`config.mk`:
```
export PLATFORM = sky130hd
export DESIGN_NAME = spi_slave_top
export DESIGN_NICKNAME = d
export VERILOG_FILES = /design/src/spi_cfg_pkg.sv /design/src/spi_state_pkg.sv /design/src/spi_char_buffer.sv /design/src/spi_pin_sync.sv /design/src/spi_shift_engine.sv /design/src/spi_slave_top.sv
export SDC_FILE = /design/constraint.sdc
export NUM_CORES = 1
export LEC_CHECK = 0
export BUFFER_PORTS_ARGS = -buffer_cell sky130_fd_sc_hd__buf_2
export CAP_MARGIN = 20
export CELL_PAD_IN_SITES_DETAIL_PLACEMENT = 0
export CELL_PAD_IN_SITES_GLOBAL_PLACEMENT = 1
export CORE_MARGIN = 3
export CORE_UTILIZATION = 52
export DETAILED_ROUTE_END_ITERATION = 7
export HOLD_SLACK_MARGIN = 0.03
export PLACE_DENSITY = 0.83
export SETUP_SLACK_MARGIN = 0.5
export SLEW_MARGIN = 20
export SYNTH_ARGS = -nofsm -noshare
export SYNTH_HDL_FRONTEND = slang
export SYNTH_SLANG_ARGS = --single-unit
```
`constraint.sdc`:
```
create_clock -name S_CHAR_GO -period 6.2 [get_ports S_CHAR_GO]
set_input_delay 0.31 -clock S_CHAR_GO [delete_from_list [all_inputs] [get_ports S_CHAR_GO]]
set_output_delay 0.31 -clock S_CHAR_GO [all_outputs]
set_load 0.1 [all_outputs]
```
`src/spi_cfg_pkg.sv`:
```
package spi_cfg_pkg;

    // widest character the slave handles by default
    parameter int CHAR_NBITS = 16;

    // width of the char_len field, length is char_len+1 bits
    parameter int LEN_W = 4;

    // first transmit pattern after reset
    parameter logic [15:0] TX_SEED = 16'haa50;

    // clock phase as seen from the slave
    typedef enum logic
    {
        SAMPLE_FIRST = 1'b0,  // cpha low, sample on leading edge
        LAUNCH_FIRST = 1'b1   // cpha high, launch on leading edge
    } spi_phase_e;

endpackage

```
`src/spi_state_pkg.sv`:
```
package spi_state_pkg;

    // shift engine states
    typedef enum logic [1:0]
    {
        IDLE   = 2'd0,  // waiting for a frame
        ARMED  = 2'd1,  // counter load, first bit
        SHIFT  = 2'd2,  // bits moving on sck edges
        FINISH = 2'd3   // last bit sampled
    } shift_state_e;

endpackage

```
`src/spi_char_buffer.sv`:
```
`timescale 1ns/1ps

module spi_char_buffer
#(
    parameter int CHAR_NBITS = spi_cfg_pkg::CHAR_NBITS
)
(
    input  logic                  S_CHAR_GO,
    input  logic                  S_RESETN,
    input  logic                  tx_only,
    input  logic                  char_end,
    input  logic [CHAR_NBITS-1:0] rx_shift,
    output logic [CHAR_NBITS-1:0] tx_char,
    output logic [CHAR_NBITS-1:0] rx_char,
    output logic                  char_done
);

    import spi_cfg_pkg::*;

    always_ff @(posedge S_CHAR_GO or negedge S_RESETN)
    begin
        if (!S_RESETN)
        begin
            tx_char   <= CHAR_NBITS'(TX_SEED);
            rx_char   <= '0;
            char_done <= 1'b0;
        end
        else
        begin
            char_done <= char_end;
            if (char_end)
            begin
                tx_char <= tx_char + 1'b1;  // next pattern, same cycle as done
                if (!tx_only)
                    rx_char <= rx_shift;    // unread value is overwritten
            end
        end
    end

    // one pulse per character
    assert property (@(posedge S_CHAR_GO) disable iff (!S_RESETN)
        char_done |=> !char_done);

endmodule

```
`src/spi_pin_sync.sv`:
```
`timescale 1ns/1ps

module spi_pin_sync
(
    input  logic S_CHAR_GO,
    input  logic S_RESETN,
    input  logic enable,
    input  logic cpol,
    input  logic spi_sck,
    input  logic spi_mosi,
    output logic sck_lead,
    output logic sck_trail,
    output logic mosi_bit,
    output logic frame_on
);

    logic [2:0] sync_q1;   // {enable, mosi, sck}, first stage
    logic [2:0] sync_q2;   // second stage
    logic       sck_prev;  // sck one cycle older
    logic       sck_rise;
    logic       sck_fall;

    assign sck_rise = sync_q2[0] & ~sck_prev;
    assign sck_fall = ~sync_q2[0] & sck_prev;

    always_ff @(posedge S_CHAR_GO or negedge S_RESETN)
    begin
        if (!S_RESETN)
        begin
            sync_q1   <= '0;
            sync_q2   <= '0;
            sck_prev  <= 1'b0;
            sck_lead  <= 1'b0;
            sck_trail <= 1'b0;
            mosi_bit  <= 1'b0;
            frame_on  <= 1'b0;
        end
        else
        begin
            sync_q1  <= {enable, spi_mosi, spi_sck};
            sync_q2  <= sync_q1;
            sck_prev <= sync_q2[0];
            // cpol high means the idle level is high, so the fall leads
            sck_lead  <= cpol ? sck_fall : sck_rise;
            sck_trail <= cpol ? sck_rise : sck_fall;
            mosi_bit  <= sync_q2[1];  // kept aligned with the edge pulses
            frame_on  <= sync_q2[2];
        end
    end

endmodule

```
`src/spi_shift_engine.sv`:
```
`timescale 1ns/1ps

module spi_shift_engine
#(
    parameter int CHAR_NBITS = spi_cfg_pkg::CHAR_NBITS
)
(
    input  logic                          S_CHAR_GO,
    input  logic                          S_RESETN,
    input  logic                          cpha,
    input  logic                          rev,
    input  logic [spi_cfg_pkg::LEN_W-1:0] char_len,
    input  logic                          sck_lead,
    input  logic                          sck_trail,
    input  logic                          mosi_bit,
    input  logic                          frame_on,
    input  logic [CHAR_NBITS-1:0]         tx_char,
    output logic                          spi_miso,
    output logic                          char_end,
    output logic [CHAR_NBITS-1:0]         rx_shift
);

    import spi_cfg_pkg::*;
    import spi_state_pkg::*;

    localparam int IDX_W = $clog2(CHAR_NBITS);

    shift_state_e     state;
    spi_phase_e       phase;
    logic [LEN_W-1:0] bit_cnt;      // samples left to take minus one
    logic [LEN_W-1:0] tx_pos;       // number of the next bit to launch
    logic             frame_spent;  // one character per frame
    logic             sample_edge;
    logic             launch_edge;

    // maps bit number n to its vector position in either bit order
    function automatic logic [IDX_W-1:0] bit_sel(input logic [LEN_W-1:0] n);
        logic [LEN_W-1:0] pos;
        pos = rev ? n : char_len - n;
        return IDX_W'(pos);
    endfunction

    assign phase       = spi_phase_e'(cpha);
    assign sample_edge = (phase == SAMPLE_FIRST) ? sck_lead : sck_trail;
    assign launch_edge = (phase == LAUNCH_FIRST) ? sck_lead : sck_trail;
    assign char_end    = (state == FINISH);

    always_ff @(posedge S_CHAR_GO or negedge S_RESETN)
    begin
        if (!S_RESETN)
        begin
            state       <= IDLE;
            bit_cnt     <= '0;
            tx_pos      <= '0;
            spi_miso    <= 1'b1;
            frame_spent <= 1'b0;
        end
        else if (!frame_on)
        begin
            state       <= IDLE;  // aborted without char_end
            spi_miso    <= 1'b1;
            frame_spent <= 1'b0;
        end
        else
        begin
            case (state)
                IDLE:
                begin
                    spi_miso <= 1'b1;
                    if (!frame_spent)
                        state <= ARMED;
                end
                ARMED:
                begin
                    bit_cnt <= char_len;
                    if (phase == SAMPLE_FIRST)
                    begin
                        spi_miso <= tx_char[bit_sel(LEN_W'(0))];  // first bit now
                        tx_pos   <= LEN_W'(1);
                    end
                    else
                        tx_pos <= '0;  // first bit waits for leading edge
                    state <= SHIFT;
                end
                SHIFT:
                begin
                    if (launch_edge)
                    begin
                        spi_miso <= tx_char[bit_sel(tx_pos)];
                        tx_pos   <= tx_pos + 1'b1;
                    end
                    if (sample_edge)
                    begin
                        if (bit_cnt == '0)
                            state <= FINISH;
                        else
                            bit_cnt <= bit_cnt - 1'b1;
                    end
                end
                FINISH:
                begin
                    spi_miso    <= 1'b1;
                    frame_spent <= 1'b1;  // rearm only after enable drops
                    state       <= IDLE;
                end
                default:
                    state <= IDLE;
            endcase
        end
    end

    // receive bits land right-aligned with upper bits zero
    always_ff @(posedge S_CHAR_GO)
    begin
        if (state == ARMED)
            rx_shift <= '0;
        else if (state == SHIFT && frame_on && sample_edge)
            rx_shift[bit_sel(char_len - bit_cnt)] <= mosi_bit;
    end

    // mode and length must hold for the whole character
    assert property (@(posedge S_CHAR_GO) disable iff (!S_RESETN)
        (state != IDLE) |-> $stable({cpha, rev, char_len}));

    // the synchronizer never reports both edges at once
    assert property (@(posedge S_CHAR_GO) disable iff (!S_RESETN)
        !(sck_lead && sck_trail));

endmodule

```
`src/spi_slave_top.sv`:
```
`timescale 1ns/1ps

module spi_slave_top
#(
    parameter int CHAR_NBITS = spi_cfg_pkg::CHAR_NBITS
)
(
    input  logic                          S_CHAR_GO,
    input  logic                          S_RESETN,
    input  logic                          enable,
    input  logic                          cpol,
    input  logic                          cpha,
    input  logic                          tx_only,
    input  logic                          rev,
    input  logic [spi_cfg_pkg::LEN_W-1:0] char_len,
    input  logic                          spi_sck,
    input  logic                          spi_mosi,
    output logic                          spi_miso,
    output logic                          char_done,
    output logic [CHAR_NBITS-1:0]         rx_char
);

    logic                  sck_lead;
    logic                  sck_trail;
    logic                  mosi_bit;
    logic                  frame_on;
    logic [CHAR_NBITS-1:0] tx_char;
    logic                  char_end;
    logic [CHAR_NBITS-1:0] rx_shift;

    spi_pin_sync spi_pin_sync_inst
    (
        .S_CHAR_GO (S_CHAR_GO),
        .S_RESETN  (S_RESETN),
        .enable    (enable),
        .cpol      (cpol),
        .spi_sck   (spi_sck),
        .spi_mosi  (spi_mosi),
        .sck_lead  (sck_lead),
        .sck_trail (sck_trail),
        .mosi_bit  (mosi_bit),
        .frame_on  (frame_on)
    );

    spi_shift_engine #(.CHAR_NBITS(CHAR_NBITS)) spi_shift_engine_inst
    (
        .S_CHAR_GO (S_CHAR_GO),
        .S_RESETN  (S_RESETN),
        .cpha      (cpha),
        .rev       (rev),
        .char_len  (char_len),
        .sck_lead  (sck_lead),
        .sck_trail (sck_trail),
        .mosi_bit  (mosi_bit),
        .frame_on  (frame_on),
        .tx_char   (tx_char),
        .spi_miso  (spi_miso),
        .char_end  (char_end),
        .rx_shift  (rx_shift)
    );

    spi_char_buffer #(.CHAR_NBITS(CHAR_NBITS)) spi_char_buffer_inst
    (
        .S_CHAR_GO (S_CHAR_GO),
        .S_RESETN  (S_RESETN),
        .tx_only   (tx_only),
        .char_end  (char_end),
        .rx_shift  (rx_shift),
        .tx_char   (tx_char),
        .rx_char   (rx_char),
        .char_done (char_done)
    );

endmodule

```
==> metrics.md <==
| Metric | Value |
|---|---|
| Yosys warns | 0 |
| Ys flop type | dfrtp_1 |
| Final Hold Viols | 0 |
| PostCTS Resize Cnt | 0 |
| Initial antenna violation count | 0 |
| HP Class | input port to async pin |
| Cell Chain, Critical Path | ha_1 -> inv_1 -> fa_1 -> inv_1 -> ha_1 -> nor2b_1 -> o21ai_0 -> a22oi_1 -> xor3_1 -> nand3_1 -> mux2i_1 |
| Initial detailed-routing violation count | 166 |
| Post-layout instance area | 0.004294 mm² |
| Std cell rows | 30 |
| Clk buf depth | 2 |
| Crit share post-route | 48.00% |
| Crit Reg-Reg Startpoint | spi_shift_engine_inst.bit_cnt[0] |
| Post-CTS setup buffers | 0 |
| IO buf count | 30 |
| Final TNS setup | 0 ns |
| Commonest cells in the netlist | dfrtp_1 (49), nand2_1 (31), mux2i_1 (30) |
| Final wirelength | 7.435 mm |
| Total Power | 1.631 mW |
| Post-synth top area share | 31.72% |
| Top post-synthesis cells by area | dfrtp_1 (32%), dfxtp_1 (8.3%), mux2i_1 (7.8%) |
| P per Cell Area | 379.7 mW/mm² |
| ANT cells | 0 |
| Worst slack, placed | 2.997 ns |
| Number of synthesized register bits | 72 |
| Area delta synth->final | 11.07% |
| DP HPWL | 5.307 mm |
| Crit. End Element | flop |
| CTS clk-pin slew, worst paths | 0.09 ns |
| Initial Util | 55.38% |
| Crit path buffers/inverters | 2 |
| Largest area contributor in the netlist | dfrtp_1 |
| Via count | 2,680 |
| Pins Over Slew Limit | 0 |
| Hold Slack | 0.04621 ns |
| Final Skew | 0.01124 ns |
| Sequential area share after synthesis | 44.76% |
| Crit path max-delay family | adder cells |
| WP data required | 6.48 ns |
| IO Pins | 31 |
| CTS root buf | clkbuf_8 |
| Minimum clock period | 2.976 ns |
| Outcome | finished, final reports clean |
| RD Place Congestion | 0.8838 |
| GR Util All Layers | 19.00% |
| Die H | 92.23 µm |
| Net count, final | 417 |
| Number of synthesized flops with an enable pin | 0 |
| Total gr overflow | 0 |
| Syn Std Cell Area | 0.003866 mm² |
| CTS tree | yes |
| Die area | 0.008505 mm² |
| Clock sinks | 72 |
| Fmax | 0.3360 GHz |
| Asr flop ratio synth | 77.78% |
| Crit path max fanout | 8 |
| Post-route DRC | 0 |
| Cell Count Post-Placement | 468 |
| Post-Syn Area per Cell | 10.92 µm² |
| CTS Buf Count | 9 |
| Drt wl/cell | 15.27 µm |
| PnR worst setup slack | 3.224 ns |
| Worst setup startpoint | spi_shift_engine_inst.bit_cnt[0] |
| Final setup viols | 0 |
| CP arrival | 3.26 ns |
| Vias per inst | 5.503 |
| Maximum capacitance violations | 0 |
| Relative slew slack | 49.19% |
| Worst setup SP type | flop |
| Placed cell area | 0.004066 mm² |
| Core Footprint | 0.006982 mm² |
| Syn_nets | 385 |
| H-tree depth | 3 |
| Worst path max stage delay | 0.57 ns |
| Tightest Pin Transition | 0.7622 ns |
| Final ANT Viol Nets | 0 |
| LEAKAGE | 2.046 nW |
| RSZ-0062 raised after global routing | no |
| Critical-path top delay cell | fa_1 |
| Vias in the first global route | 2,583 |
| Die width | 92.23 µm |
| Clk_lat worst skew | 0.36 ns |
| Post-Synthesis Cells | 354 |
| Final Non-Filler Cells | 487 |
| Final core utilization | 61.51% |
| Most numerous cell in the Yosys netlist | dfrtp_1 |
| Peak VDD IR | 250.9 µV |
| Pin count of the biggest net entering global routing | 57 |
| Distinct cells, synth | 60 |
| CP Class | flop to flop |
| First-pass GRT wire length | 12.54 mm |
| Internal reg-to-reg setup slack | 3.22 ns |
| First drt pass iteration count | 4 |
| Share of post-route cells with drive strength above 1 | 21.74% |
[metal layers]
layer | share of wire [%] | vias up | global-route usage, %
met5 | 0 | - | 0
met4 | 1.3 | 0 | 6.559
met3 | 4.2 | 9 | 5.906
met2 | 46 | 49 | 28.10
met1 | 49 | 1306 | 26.40
li1 | - | 1316 | -
[state kept, by name (all words and copies together), names as in the netlist]
register                           count
spi_shift_engine_inst.tx_pos           4
spi_pin_sync_inst.mosi_bit             1
spi_pin_sync_inst.sck_trail            1
spi_shift_engine_inst.spi_miso         1
spi_pin_sync_inst.sync_q2              3
spi_pin_sync_inst.sck_lead             1
spi_char_buffer_inst.tx_char          16
spi_shift_engine_inst.bit_cnt          4
spi_pin_sync_inst.frame_on             1
spi_pin_sync_inst.sck_prev             1
spi_char_buffer_inst.rx_char          16
spi_char_buffer_inst.char_done         1
spi_shift_engine_inst.rx_shift        16
spi_shift_engine_inst.frame_spent      1
spi_shift_engine_inst.state            2
spi_pin_sync_inst.sync_q1              3
[worst paths after layout]
kind / cells after the start / endpoint
min in group S_CHAR_GO: 2 / spi_pin_sync_inst.sck_trail
min: 2 / spi_shift_engine_inst.tx_pos[2]
min reg2reg: 0 / spi_pin_sync_inst.sync_q2[2]
max reg2reg: 11 / spi_shift_engine_inst.rx_shift[0]
max: 11 / spi_shift_engine_inst.rx_shift[0]
max in group asynchronous: 2 / spi_char_buffer_inst.tx_char[1]
[report_power, final]
group	internal (mW)	switching, mW	total, mW
Clock	0.158	0.207	0.365
Combinational	0.265	0.421	0.686
Sequential	0.521	0.0586	0.579
Total	0.944	0.687	1.63
[final cells by class]
type	count	area [µm²]
Clock buffer	9	123.9
Clock inverter	7	73.82
Fill cell	596	2688
Inverter	17	63.81
Multi-Input combinational cell	252	1994
Sequential cell	72	1730
Tap cell	96	120.1
Timing Repair Buffer	34	187.7
[cell families (layout without fill, tap and decap cells)]
| logic type | Yosys count | after routing | synth area share (%) |
|---|---|---|---|
| AO/OA/AOI/OAI | 50 | 50 | 9.062 |
| XOR/XNOR | 25 | 25 | 6.796 |
| adder cells (fa/ha/maj) | 18 | 18 | 6.408 |
| buffers and inverters | 30 | 67 | 3.657 |
| flip-flops | 72 | 72 | 44.76 |
| multiplexers | 55 | 55 | 15.79 |
| AND/OR/NAND/NOR | 104 | 104 | 13.53 |
[timing repair]
item,CTS,global route
setup endpoints to repair,0,0
hold buffers,3,0
endpoints found under the hold margin,3,0
[placed cells by master (no fill, tap or decap), drive strengths merged, types with 3 or more instances in the layout]
cell type / n
nor3b: 5
dlygate4sd3: 3
dfrtp: 49
a21oi: 9
dfstp: 7
ha: 15
a21o: 3
a211oi: 5
nand3: 25
nor2b: 6
clkinv: 4
mux2i: 32
o21ai: 11
inv: 20
nand2: 31
fa: 3
a31oi: 4
nand4: 5
buf: 31
xor2: 7
dfxtp: 16
and3: 4
nand2b: 4
xnor2: 16
mux2: 22
nor2: 15
clkbuf: 9
(Power assumes the default switching activity.)
